**src/source/prefix_pkg.sv**
```systemverilog
package prefix_pkg;

    // group propagate and group generate of one prefix node
    typedef struct packed {
        logic p;
        logic g;
    } pg_pair_t;

    // hi covers the upper bits, lo the bits right below it
    function automatic pg_pair_t combine(input pg_pair_t hi, input pg_pair_t lo);
        pg_pair_t res;
        res.g = hi.g | (hi.p & lo.g);
        res.p = hi.p & lo.p;
        return res;
    endfunction

    // no partner at this distance, node passes through
    function automatic pg_pair_t pass(input pg_pair_t node);
        pg_pair_t res;
        res = node;
        return res;
    endfunction

endpackage

```
**src/source/adder_cfg_pkg.sv**
```systemverilog
package adder_cfg_pkg;

    localparam int DEFAULT_WIDTH = 64;
    localparam int DEFAULT_LEVELS_PER_STAGE = 3;

    // prefix levels needed to span width bits plus the carry-in slot
    function automatic int tree_levels(input int width);
        int n;
        n = 0;
        while ((1 << n) < width + 1) begin
            n++;
        end
        return n;
    endfunction

    // input reg, one reg per full group of tree levels, output reg
    function automatic int pipe_latency(input int width, input int levels_per_stage);
        return 2 + (tree_levels(width) - 1) / levels_per_stage;
    endfunction

endpackage
```
**src/source/carry_if.sv**
```systemverilog
`timescale 1ns/1ps

// tree results handed to the sum stage
interface carry_if #(
    parameter int WIDTH = adder_cfg_pkg::DEFAULT_WIDTH
);
    logic [WIDTH-1:0] p;      // bitwise propagate, delayed with the tree
    logic [WIDTH-1:0] carry;  // carry into each bit, bit 0 is cin
    logic             cout;
    logic             valid;

    modport src (
        output p,
        output carry,
        output cout,
        output valid
    );

    modport dst (
        input p,
        input carry,
        input cout,
        input valid
    );
endinterface

```
**src/source/pg_if.sv**
```systemverilog
`timescale 1ns/1ps

// bitwise p/g from the input register into the prefix tree
interface pg_if #(
    parameter int WIDTH = adder_cfg_pkg::DEFAULT_WIDTH
);
    logic [WIDTH-1:0] p;  // a ^ b
    logic [WIDTH-1:0] g;  // a & b
    logic             cin;
    logic             valid;

    modport src (
        output p,
        output g,
        output cin,
        output valid
    );

    modport dst (
        input p,
        input g,
        input cin,
        input valid
    );
endinterface

```
**src/source/ksa_adder_top.sv**
```systemverilog
`timescale 1ns/1ps

module ksa_adder_top #(
    parameter int WIDTH            = adder_cfg_pkg::DEFAULT_WIDTH,
    parameter int LEVELS_PER_STAGE = adder_cfg_pkg::DEFAULT_LEVELS_PER_STAGE
) (
    input  logic             clk,
    input  logic             rst,
    input  logic             in_valid,
    input  logic [WIDTH-1:0] a,
    input  logic [WIDTH-1:0] b,
    input  logic             cin,
    output logic             out_valid,
    output logic [WIDTH-1:0] sum,
    output logic             cout
);

    localparam int LATENCY = adder_cfg_pkg::pipe_latency(WIDTH, LEVELS_PER_STAGE);
    localparam int CNT_W   = $clog2(LATENCY + 1);

    pg_if    #(.WIDTH(WIDTH)) pg_bus ();
    carry_if #(.WIDTH(WIDTH)) carry_bus ();

    pg_gen #(.WIDTH(WIDTH)) u_pg_gen (
        .clk      (clk),
        .rst      (rst),
        .in_valid (in_valid),
        .a        (a),
        .b        (b),
        .cin      (cin),
        .pg       (pg_bus.src)
    );

    prefix_tree #(
        .WIDTH            (WIDTH),
        .LEVELS_PER_STAGE (LEVELS_PER_STAGE)
    ) u_prefix_tree (
        .clk   (clk),
        .rst   (rst),
        .pg    (pg_bus.dst),
        .carry (carry_bus.src)
    );

    sum_stage #(.WIDTH(WIDTH)) u_sum_stage (
        .clk       (clk),
        .rst       (rst),
        .carry     (carry_bus.dst),
        .out_valid (out_valid),
        .sum       (sum),
        .cout      (cout)
    );

    logic [CNT_W-1:0] settle_cnt;  // cycles since reset release, saturates

    always_ff @(posedge clk) begin
        if (rst) begin
            settle_cnt <= '0;
        end else if (settle_cnt != CNT_W'(LATENCY)) begin
            settle_cnt <= settle_cnt + 1'b1;
        end
    end

    // once the pipe is flushed every strobe comes out LATENCY cycles later
    latency_a: assert property (@(posedge clk) disable iff (rst)
        (settle_cnt == CNT_W'(LATENCY)) |-> (out_valid == $past(in_valid, LATENCY)));

endmodule

```
**src/source/sum_stage.sv**
```systemverilog
`timescale 1ns/1ps

module sum_stage #(
    parameter int WIDTH = adder_cfg_pkg::DEFAULT_WIDTH
) (
    input  logic             clk,
    input  logic             rst,
    carry_if.dst             carry,
    output logic             out_valid,
    output logic [WIDTH-1:0] sum,
    output logic             cout
);

    logic [WIDTH-1:0] sum_d;

    // half-sum xor carry into each bit
    assign sum_d = carry.p ^ carry.carry;

    always_ff @(posedge clk) begin
        if (rst) begin
            out_valid <= 1'b0;
            sum       <= '0;
            cout      <= 1'b0;
        end else begin
            out_valid <= carry.valid;
            sum       <= sum_d;
            cout      <= carry.cout;
        end
    end

    out_valid_known_a: assert property (@(posedge clk) disable iff (rst)
        !$isunknown(out_valid));

endmodule

```
**src/source/prefix_tree.sv**
```systemverilog
`timescale 1ns/1ps

module prefix_tree #(
    parameter int WIDTH            = adder_cfg_pkg::DEFAULT_WIDTH,
    parameter int LEVELS_PER_STAGE = adder_cfg_pkg::DEFAULT_LEVELS_PER_STAGE
) (
    input  logic clk,
    input  logic rst,
    pg_if.dst    pg,
    carry_if.src carry
);

    localparam int LEVELS = adder_cfg_pkg::tree_levels(WIDTH);
    localparam int REGS   = (LEVELS - 1) / LEVELS_PER_STAGE;  // register banks in the tree
    localparam int LAST   = LEVELS - 1;

    // node 0 is the carry-in, node i+1 is operand bit i
    prefix_pkg::pg_pair_t [WIDTH:0] base;

    always_comb begin
        base[0] = '{p: 1'b0, g: pg.cin};
        for (int i = 0; i < WIDTH; i++) begin
            base[i+1] = '{p: pg.p[i], g: pg.g[i]};
        end
    end

    for (genvar lvl = 0; lvl < LEVELS; lvl++) begin : g_lvl
        localparam int DIST = 1 << lvl;

        prefix_pkg::pg_pair_t [WIDTH:0] d;    // level input
        prefix_pkg::pg_pair_t [WIDTH:0] nxt;  // after combine
        prefix_pkg::pg_pair_t [WIDTH:0] q;    // level output
        logic [WIDTH-1:0] p_in;
        logic [WIDTH-1:0] p_q;
        logic             v_in;
        logic             v_q;

        if (lvl == 0) begin : g_first
            assign d    = base;
            assign p_in = pg.p;
            assign v_in = pg.valid;
        end else begin : g_next
            assign d    = g_lvl[lvl-1].q;
            assign p_in = g_lvl[lvl-1].p_q;
            assign v_in = g_lvl[lvl-1].v_q;
        end

        // each node looks DIST positions down
        for (genvar j = 0; j <= WIDTH; j++) begin : g_pos
            if (j >= DIST) begin : g_op
                assign nxt[j] = prefix_pkg::combine(d[j], d[j-DIST]);
            end else begin : g_thru
                assign nxt[j] = prefix_pkg::pass(d[j]);
            end
        end

        // bank after every LEVELS_PER_STAGE levels, the last level stays open
        if ((lvl + 1) % LEVELS_PER_STAGE == 0 && lvl + 1 < LEVELS) begin : g_reg
            always_ff @(posedge clk) begin
                q   <= nxt;
                p_q <= p_in;
            end

            always_ff @(posedge clk) begin
                if (rst) begin
                    v_q <= 1'b0;
                end else begin
                    v_q <= v_in;
                end
            end
        end else begin : g_comb
            assign q   = nxt;
            assign p_q = p_in;
            assign v_q = v_in;
        end
    end

    // group generate of node i is the carry into bit i
    always_comb begin
        for (int i = 0; i < WIDTH; i++) begin
            carry.carry[i] = g_lvl[LAST].q[i].g;
        end
    end

    assign carry.cout  = g_lvl[LAST].q[WIDTH].g;  // spans every bit and cin
    assign carry.p     = g_lvl[LAST].p_q;
    assign carry.valid = g_lvl[LAST].v_q;

    initial begin
        levels_per_stage_a: assert (LEVELS_PER_STAGE >= 1 && LEVELS_PER_STAGE <= LEVELS)
            else $error("prefix_tree: LEVELS_PER_STAGE %0d outside 1..%0d",
                        LEVELS_PER_STAGE, LEVELS);
    end

    if (REGS > 0) begin : g_chk
        // a strobe leaving the tree must have entered REGS cycles before
        valid_delay_a: assert property (@(posedge clk) disable iff (rst)
            carry.valid |-> $past(pg.valid, REGS));
    end

endmodule

```
**src/source/pg_gen.sv**
```systemverilog
`timescale 1ns/1ps

module pg_gen #(
    parameter int WIDTH = adder_cfg_pkg::DEFAULT_WIDTH
) (
    input  logic             clk,
    input  logic             rst,
    input  logic             in_valid,
    input  logic [WIDTH-1:0] a,
    input  logic [WIDTH-1:0] b,
    input  logic             cin,
    pg_if.src                pg
);

    logic [WIDTH-1:0] a_q;
    logic [WIDTH-1:0] b_q;
    logic             cin_q;
    logic             valid_q;
    prefix_pkg::pg_pair_t [WIDTH-1:0] bit_pg;  // one pair per operand bit

    always_ff @(posedge clk) begin
        a_q   <= a;
        b_q   <= b;
        cin_q <= cin;
    end

    always_ff @(posedge clk) begin
        if (rst) begin
            valid_q <= 1'b0;
        end else begin
            valid_q <= in_valid;
        end
    end

    always_comb begin
        for (int i = 0; i < WIDTH; i++) begin
            bit_pg[i].p = a_q[i] ^ b_q[i];
            bit_pg[i].g = a_q[i] & b_q[i];
            pg.p[i]     = bit_pg[i].p;
            pg.g[i]     = bit_pg[i].g;
        end
    end

    assign pg.cin   = cin_q;
    assign pg.valid = valid_q;

    // nothing leaves the input register while reset is held
    reset_clears_valid_a: assert property (@(posedge clk) rst |=> !pg.valid);

endmodule

```
**config.mk**
```make
export PLATFORM = sky130hd
export DESIGN_NAME = ksa_adder_top
export DESIGN_NICKNAME = d
export VERILOG_FILES = /design/src/source/prefix_pkg.sv /design/src/source/adder_cfg_pkg.sv /design/src/source/carry_if.sv /design/src/source/pg_if.sv /design/src/source/ksa_adder_top.sv /design/src/source/sum_stage.sv /design/src/source/prefix_tree.sv /design/src/source/pg_gen.sv
export SDC_FILE = /design/constraint.sdc
export NUM_CORES = 1
export LEC_CHECK = 0
export BUFFER_PORTS_ARGS = -buffer_cell sky130_fd_sc_hd__buf_2
export CAP_MARGIN = 40
export CORE_UTILIZATION = 51
export CTS_BUF_LIST = sky130_fd_sc_hd__clkbuf_16
export DETAILED_ROUTE_END_ITERATION = 6
export PLACE_DENSITY_LB_ADDON = 0.3
export RECOVER_POWER = 50
export SYNTH_ARGS = -nofsm -noshare
export SYNTH_HDL_FRONTEND = slang
export SYNTH_HIERARCHICAL = 1
export SYNTH_SLANG_ARGS = --single-unit
```
**constraint.sdc**
```tcl
create_clock -name clk -period 1.6 [get_ports clk]
set_input_delay 0.08 -clock clk [delete_from_list [all_inputs] [get_ports clk]]
set_output_delay 0.08 -clock clk [all_outputs]
set_load 0.02 [all_outputs]
```
==> flow_metrics.py, run 1 <==
metrics = {
    "synth": {
        "synth-seq-cells": 514,
        "synth_top_area_share_pct": 66.8,
        "ys_seq_area_share_pct": 66.8,
        "synth-warning-count": 6,
        "syn-instance-count": 1316,
        "synth-edff-count": 0,
        "syn_nets": 1512,
        "synth.avg_cell_area_um2": 11.7,
        "synth_area_leaders": "dfxtp_1 67%, ha_1 5.2%, nor2_1 3.9%",
        "netlist_area_um2": 15400,
        "synth_top_cell_by_area": "dfxtp_1",
        "async_flop_share_pct": 0,
        "synthDistinctLibCells": 40,
        "ys.flop_type": "dfxtp_1",
    },
    "finish": {
        "drive_above_1_share_pct": 18.4,
        "final_cell_mix": "514 x dfxtp_1, 191 x buf_2, 160 x nor2_1, 130 x dlygate4sd3_1, 74 x a21o_1",
        "layout_commonest_cell": "dfxtp_1",
        "nFillCells": 2188,
        "antenna_cells": 0,
        "postLayoutCellArea_um2": 19400,
        "fin_nets": 1848,
        "fin_cells": 2078,
        "area_delta_synth_final_pct": 25.7,
    },
    "power": {
        "p_comb_share_pct": 11.6,
        "irDropWorstVdd_mv": 1.33,
        "p_total_w": 0.0283,
        "seq_power_share_pct": 51.3,
        "power.switching_w": 0.00693,
        "power.internal_w": 0.0214,
        "powerDensity_nw_per_um2": 1460,
        "switching_share_pct": 24.5,
        "clock_power_share_pct": 37.1,
        "p_leak_nw": 8.66,
    },
    "clock_tree": {
        "root_buffer": "clkbuf_16",
        "cts_max_level": 2,
        "postCtsSetupRepairBufs": 0,
        "clk_latency_ns": 0.55,
        "cts_tree": "done",
        "clock-sinks": 514,
        "cts_max_path_buffers": 3,
        "cts_buffers": 48,
        "clkTransAtPathRegs_ns": 0.06,
    },
    "worst_setup_path": {
        "crit_chain": "ha_2 > a211oi_2 > o21bai_1 > a211oi_2 > o21ai_0",
        "crit_arrival_ns": 1.99,
        "startpoint_type": "register",
        "cp_slowest_cell": "ha_2",
        "end_kind": "register",
        "max_stage_delay_ns": 0.36,
        "crit_path_max_fanout": 9,
        "path_buf_inv": 0,
        "r2r_slack_ns": 0.02,
        "path_class": "register to register",
        "crit_required_ns": 2.01,
        "crit_top_cell": "a211oi_2",
        "crit_family": "compound AO/OA/AOI/OAI gates",
    },
    "sta": {
        "fin_crit_sh_pct": 98.8,
        "finalHoldViolations": 0,
        "slew_headroom_pct": 69.0,
        "tightest_slew_ns": 0.460,
        "fmax_ghz": 0.633,
        "setup_viol": 0,
        "slew_violations": 0,
        "finalSetupTns_ns": 0,
        "worst_clock_skew_ns": 0.0198,
        "min_period_ns": 1.58,
    },
    "routing": {
        "drcViolationCount": 0,
        "routed_wl_um": 34600,
        "antenna_left": 0,
        "vias": 10399,
        "via_per_inst": 5.00,
        "drt_first_pass_iters": 5,
        "avgRoutedWirePerCell_um": 16.6,
        "drt_iter0_drc": 650,
    },
    "placement": {
        "io_buffers": 197,
        "place_inst": 1862,
        "place_area_um2": 16600,
        "dp_hpwl_um": 23900,
        "gp_congestion": 0.878,
    },
    "status": {
        "status": "completed",
    },
    "global_route": {
        "antenna_found_initial": 0,
        "grt_usage_pct": 22.1,
        "grt_max_degree": 70,
        "grt-ovfl-total": 0,
        "first_global_vias": 10388,
        "grt_pass1_wl_um": 53200,
    },
    "run": {
        "drv_cap": 0,
    },
    "floorplanning": {
        "die_h_um": 176,
        "dieArea_um2": 30900,
        "start_util_pct": 51.8,
        "coreArea_um2": 29700,
        "fp.dieW_um": 176,
        "rows": 63,
        "io_pins": 198,
    },
    "min_path": {
        "holdCritPathClass": "input port to register",
    },
}
flip-flops by register name, summed over array words and instances (netlist names), 64 cells and up:
name and cells:
u_pg_gen/a_q 64, u_pg_gen/b_q 64, u_prefix_tree/carry.carry 64, u_prefix_tree/carry.p 64
u_prefix_tree/g_lvl.p_q 64, u_prefix_tree/g_lvl.q 124, u_sum_stage/sum 64
per-layer routing:
| layer | track usage (%) | up-vias | part of all wire, % |
|---|---|---|---|
| li1 | - | 5117 | - |
| met1 | 28.5 | 4831 | 44 |
| met2 | 37.4 | 397 | 47 |
| met3 | 4.11 | 54 | 6.4 |
| met4 | 7.17 | 0 | 2.3 |
| met5 | 0 | - | 0 |
power groups by stage:
stage          Sequential (W)  Combinational [W]  Clock, W
3_3_place_gp           0.0148            0.00295         0
2_1_floorplan          0.0149            0.00189         0
4_1_cts                0.0145            0.00324    0.0107
5_1_grt                0.0146            0.00356    0.0112
6_report               0.0145            0.00329    0.0105
3_5_place_dp           0.0148            0.00296         0
timing repair:
action | 4_1_cts | 5_1_grt
setup endpoints to repair | 0 | 11
resized for setup | 0 | 10
hold buffers | 130 | 0
endpoints found under the hold margin | 130 | 0
synthesized netlist by cell type, drive strengths merged (2+ instances only):
master,n
o21bai,10
a21o,80
dfxtp,514
and2,12
buf,71
a211oi,5
ha,64
nand2,68
clkbuf,3
nand4,55
o21ai,66
inv,5
xnor2,64
nand2b,12
a311o,6
a311oi,2
nand3,2
a31o,7
a21oi,67
nor3,10
o21a,9
o31ai,2
nor2b,7
nor2,160
or3,6
area by class of cell:
type / count / area, um^2 / area share [%]
Sequential cell: 514 / 10300 / 53.1
Multi-Input combinational cell: 723 / 4580 / 23.7
Timing Repair Buffer: 360 / 2540 / 13.1
Clock buffer: 49 / 1230 / 6.33
Tap cell: 390 / 488 / 2.52
Clock inverter: 37 / 225 / 1.16
Inverter: 5 / 18.8 / 0.0969
per-stage QoR:
step	util [%]	hold slack, ns	setup slack, ns
2_1_floorplan	-	0.108	0.108
5_1_grt	65.2	0.0309	-0.0582
3_5_place_dp	55.8	0.184	0.0401
6_report	65.2	0.0219	0.0197
4_1_cts	65.1	0.0159	0.0186
3_3_place_gp	55.8	0.183	0.0618
worst reg2reg max path: stages, from the launching register on:
cell and delay, ns:
dfxtp_1 0.31, ha_2 0.36, a211oi_2 0.31, o21bai_1 0.16, a211oi_2 0.22, o21ai_0 0.09
final timing paths:
kind                                                        startpoint                                     to  cells past startpoint
worst min-delay path                                               rst         u_sum_stage/sum[16]$_SDFF_PP0_                      3
worst max register to register                u_pg_gen/a_q[55]$_DFF_P_  u_prefix_tree/g_lvl[2].q[124]$_DFF_P_                      5
worst min register to register  u_prefix_tree/g_lvl[2].p_q[29]$_DFF_P_      u_prefix_tree/carry.p[29]$_DFF_P_                      0
worst max-delay path                          u_pg_gen/a_q[55]$_DFF_P_  u_prefix_tree/g_lvl[2].q[124]$_DFF_P_                      5
cell families after synthesis:
group / after synthesis / share of synthesized area (%)
DFF: 514 / 66.8
adders and majority gates: 64 / 5.20
and+or+nand+nor: 335 / 9.91
buffers and inverters: 79 / 3.72
xor gates and xnor gates: 64 / 3.64
AOI/OAI and AO/OA: 260 / 10.8
(Power assumes the default switching activity.)
==> run 2: changes to the inputs <==
--- a/config.mk
+++ b/config.mk
@@ -5,11 +5,13 @@
 export SDC_FILE = /design/constraint.sdc
 export NUM_CORES = 1
 export LEC_CHECK = 0
-export BUFFER_PORTS_ARGS = -buffer_cell sky130_fd_sc_hd__buf_2
+export ABC_CLOCK_PERIOD_IN_PS = 1600
 export CAP_MARGIN = 40
-export CORE_UTILIZATION = 51
+export CORE_ASPECT_RATIO = 0.6
+export CORE_UTILIZATION = 55
 export CTS_BUF_LIST = sky130_fd_sc_hd__clkbuf_16
 export DETAILED_ROUTE_END_ITERATION = 6
+export DONT_BUFFER_PORTS = 1
 export PLACE_DENSITY_LB_ADDON = 0.3
 export RECOVER_POWER = 50
 export SYNTH_ARGS = -nofsm -noshare
==> run 2 against run 1 <==
Clock skew fell by 0.0092 ns. Critical path depth decreased by 1. Critical path type unchanged. Register-to-register slack hardly changed. Wire length is 3.8% higher. Combinational power is 15% lower. Die area is 7.1% lower. Largest power group unchanged. Largest cell class unchanged. Total power decreased by 2.6%.
==> flow_metrics.py, run 2 (synthesis results as in run 1) <==
metrics = {
    "status": {
        "status": "completed",
    },
    "sta": {
        "finalHoldViolations": 0,
        "fin_crit_sh_pct": 99.4,
        "tightest_slew_ns": 0.579,
        "fmax_ghz": 0.629,
        "rsz0062_at_grt": "true",
        "worst_clock_skew_ns": 0.0106,
        "slew_violations": 0,
        "whs_ns": 0.0778,
        "min_period_ns": 1.59,
        "setup_viol": 0,
        "finalSetupTns_ns": 0,
        "slew_headroom_pct": 61.1,
    },
    "floorplanning": {
        "rows": 47,
        "coreArea_um2": 27500,
        "dieArea_um2": 28700,
        "die_h_um": 132,
        "start_util_pct": 56.0,
        "fp.dieW_um": 218,
        "io_pins": 198,
    },
    "routing": {
        "drt_first_pass_iters": 5,
        "avgRoutedWirePerCell_um": 19.1,
        "via_per_inst": 5.30,
        "routed_wl_um": 35900,
        "vias": 9957,
        "antenna_left": 0,
        "drt_iter0_drc": 901,
        "drcViolationCount": 0,
    },
    "clock_tree": {
        "clk_latency_ns": 0.55,
        "cts_buffers": 44,
        "clock-sinks": 514,
        "cts_max_path_buffers": 3,
        "cts_max_level": 2,
        "cts_tree": "done",
        "root_buffer": "clkbuf_16",
        "clkTransAtPathRegs_ns": 0.07,
    },
    "worst_setup_path": {
        "crit_start": "u_pg_gen/b_q[55]$_DFF_P_",
        "path_buf_inv": 1,
        "crit_chain": "ha_2 > buf_4 > nand4_1 > nor3_1",
        "end_kind": "register",
        "r2r_end": "u_prefix_tree/g_lvl[2].q[123]$_DFF_P_",
        "crit_required_ns": 2.04,
        "max_stage_delay_ns": 0.39,
        "r2r_slack_ns": 0.01,
        "crit_path_max_fanout": 5,
        "cp.depth": 4,
        "crit_end": "u_prefix_tree/g_lvl[2].q[123]$_DFF_P_",
        "startpoint_type": "register",
        "path_class": "register to register",
        "cp_slowest_cell": "ha_2",
        "r2r-start": "u_pg_gen/b_q[55]$_DFF_P_",
        "crit_family": "simple AND/OR/NAND/NOR gates",
        "crit_arrival_ns": 2.03,
        "r2r_cells": 4,
    },
    "placement": {
        "place_area_um2": 15800,
        "io_buffers": 0,
        "dp_hpwl_um": 25700,
        "gp_congestion": 0.961,
    },
    "power": {
        "irDropWorstVdd_mv": 1.13,
        "p_total_w": 0.0275,
        "p_leak_nw": 7.92,
        "powerDensity_nw_per_um2": 1490,
    },
    "global_route": {
        "antenna_found_initial": 0,
        "grt_usage_pct": 25.1,
        "first_global_vias": 9882,
        "grt_pass1_wl_um": 54800,
        "grt-ovfl-total": 0,
        "grt_max_degree": 70,
    },
    "finish": {
        "antenna_cells": 0,
        "largest_reg_flops": 124,
        "final_cell_mix": "513 x dfxtp_1, 160 x nor2_1, 132 x dlygate4sd3_1, 74 x a21o_1, 68 x nand2_1",
        "regMostFlops": "u_prefix_tree/g_lvl.q",
        "postLayoutCellArea_um2": 18500,
        "area_delta_synth_final_pct": 19.8,
        "drive_above_1_share_pct": 9.33,
        "nFillCells": 2015,
        "final_core_util_pct": 67.1,
        "layout_commonest_cell": "dfxtp_1",
        "fin_nets": 1677,
    },
    "min_path": {
        "holdCritPathClass": "input port to register",
    },
    "run": {
        "drv_cap": 0,
    },
}
-- run 2: worst min path at each step --
stage / startpoint / depth (start not counted) / to
after global placement: a[55] / 0 / u_pg_gen/a_q[55]$_DFF_P_
after CTS: a[63] / 1 / u_pg_gen/a_q[63]$_DFF_P_
after global routing: a[63] / 1 / u_pg_gen/a_q[63]$_DFF_P_
after floorplan: a[0] / 0 / u_pg_gen/a_q[0]$_DFF_P_
final: a[34] / 1 / u_pg_gen/a_q[34]$_DFF_P_
after detailed placement: a[49] / 0 / u_pg_gen/a_q[49]$_DFF_P_
-- run 2: timing repair --
action	in CTS	in global routing
endpoints found under the setup margin	1	11
pin swaps	2	1
setup buffers	1	0
hold buffers	133	0
gates resized for setup	2	10
hold endpoints to repair	198	0
-- run 2: area by class of cell --
cell class	count	area, um^2	area share (%)
tap	367	459	2.49
clock inverter	31	188	1.02
sequential	514	10300	55.7
timing repair buffer	193	1800	9.75
inverter	5	18.8	0.102
multi-input combinational	723	4580	24.8
clock buffer	45	1130	6.10
-- run 2: power by group --
part | switching [W] | total [W] | leakage, nW | internal (W)
Clock | 0.00449 | 0.00989 | 0.681 | 0.00540
Sequential | 0.000854 | 0.0149 | 4.31 | 0.0140
Combinational | 0.00151 | 0.00279 | 2.93 | 0.00128
-- run 2: metrics by stage --
stage	setup WS [ns]	cells
after floorplan	0.108	1316
after global placement	-0.00631	1668
after detailed placement	-0.0134	1668
after CTS	0.00372	1878
after global routing	-0.0647	1878
final	0.00952	1878
-- run 2: metal layers --
layer  up-vias  global-route usage [%]  routed length [um]  share of wire (%)
met5         -                       0                   0                  0
met4         0                    6.68                 689                1.9
met3        59                    6.09                3070                8.6
met2       421                    34.6               14200                 40
met1      4694                    38.6               17900                 50
li1       4783                       -                   -                  -
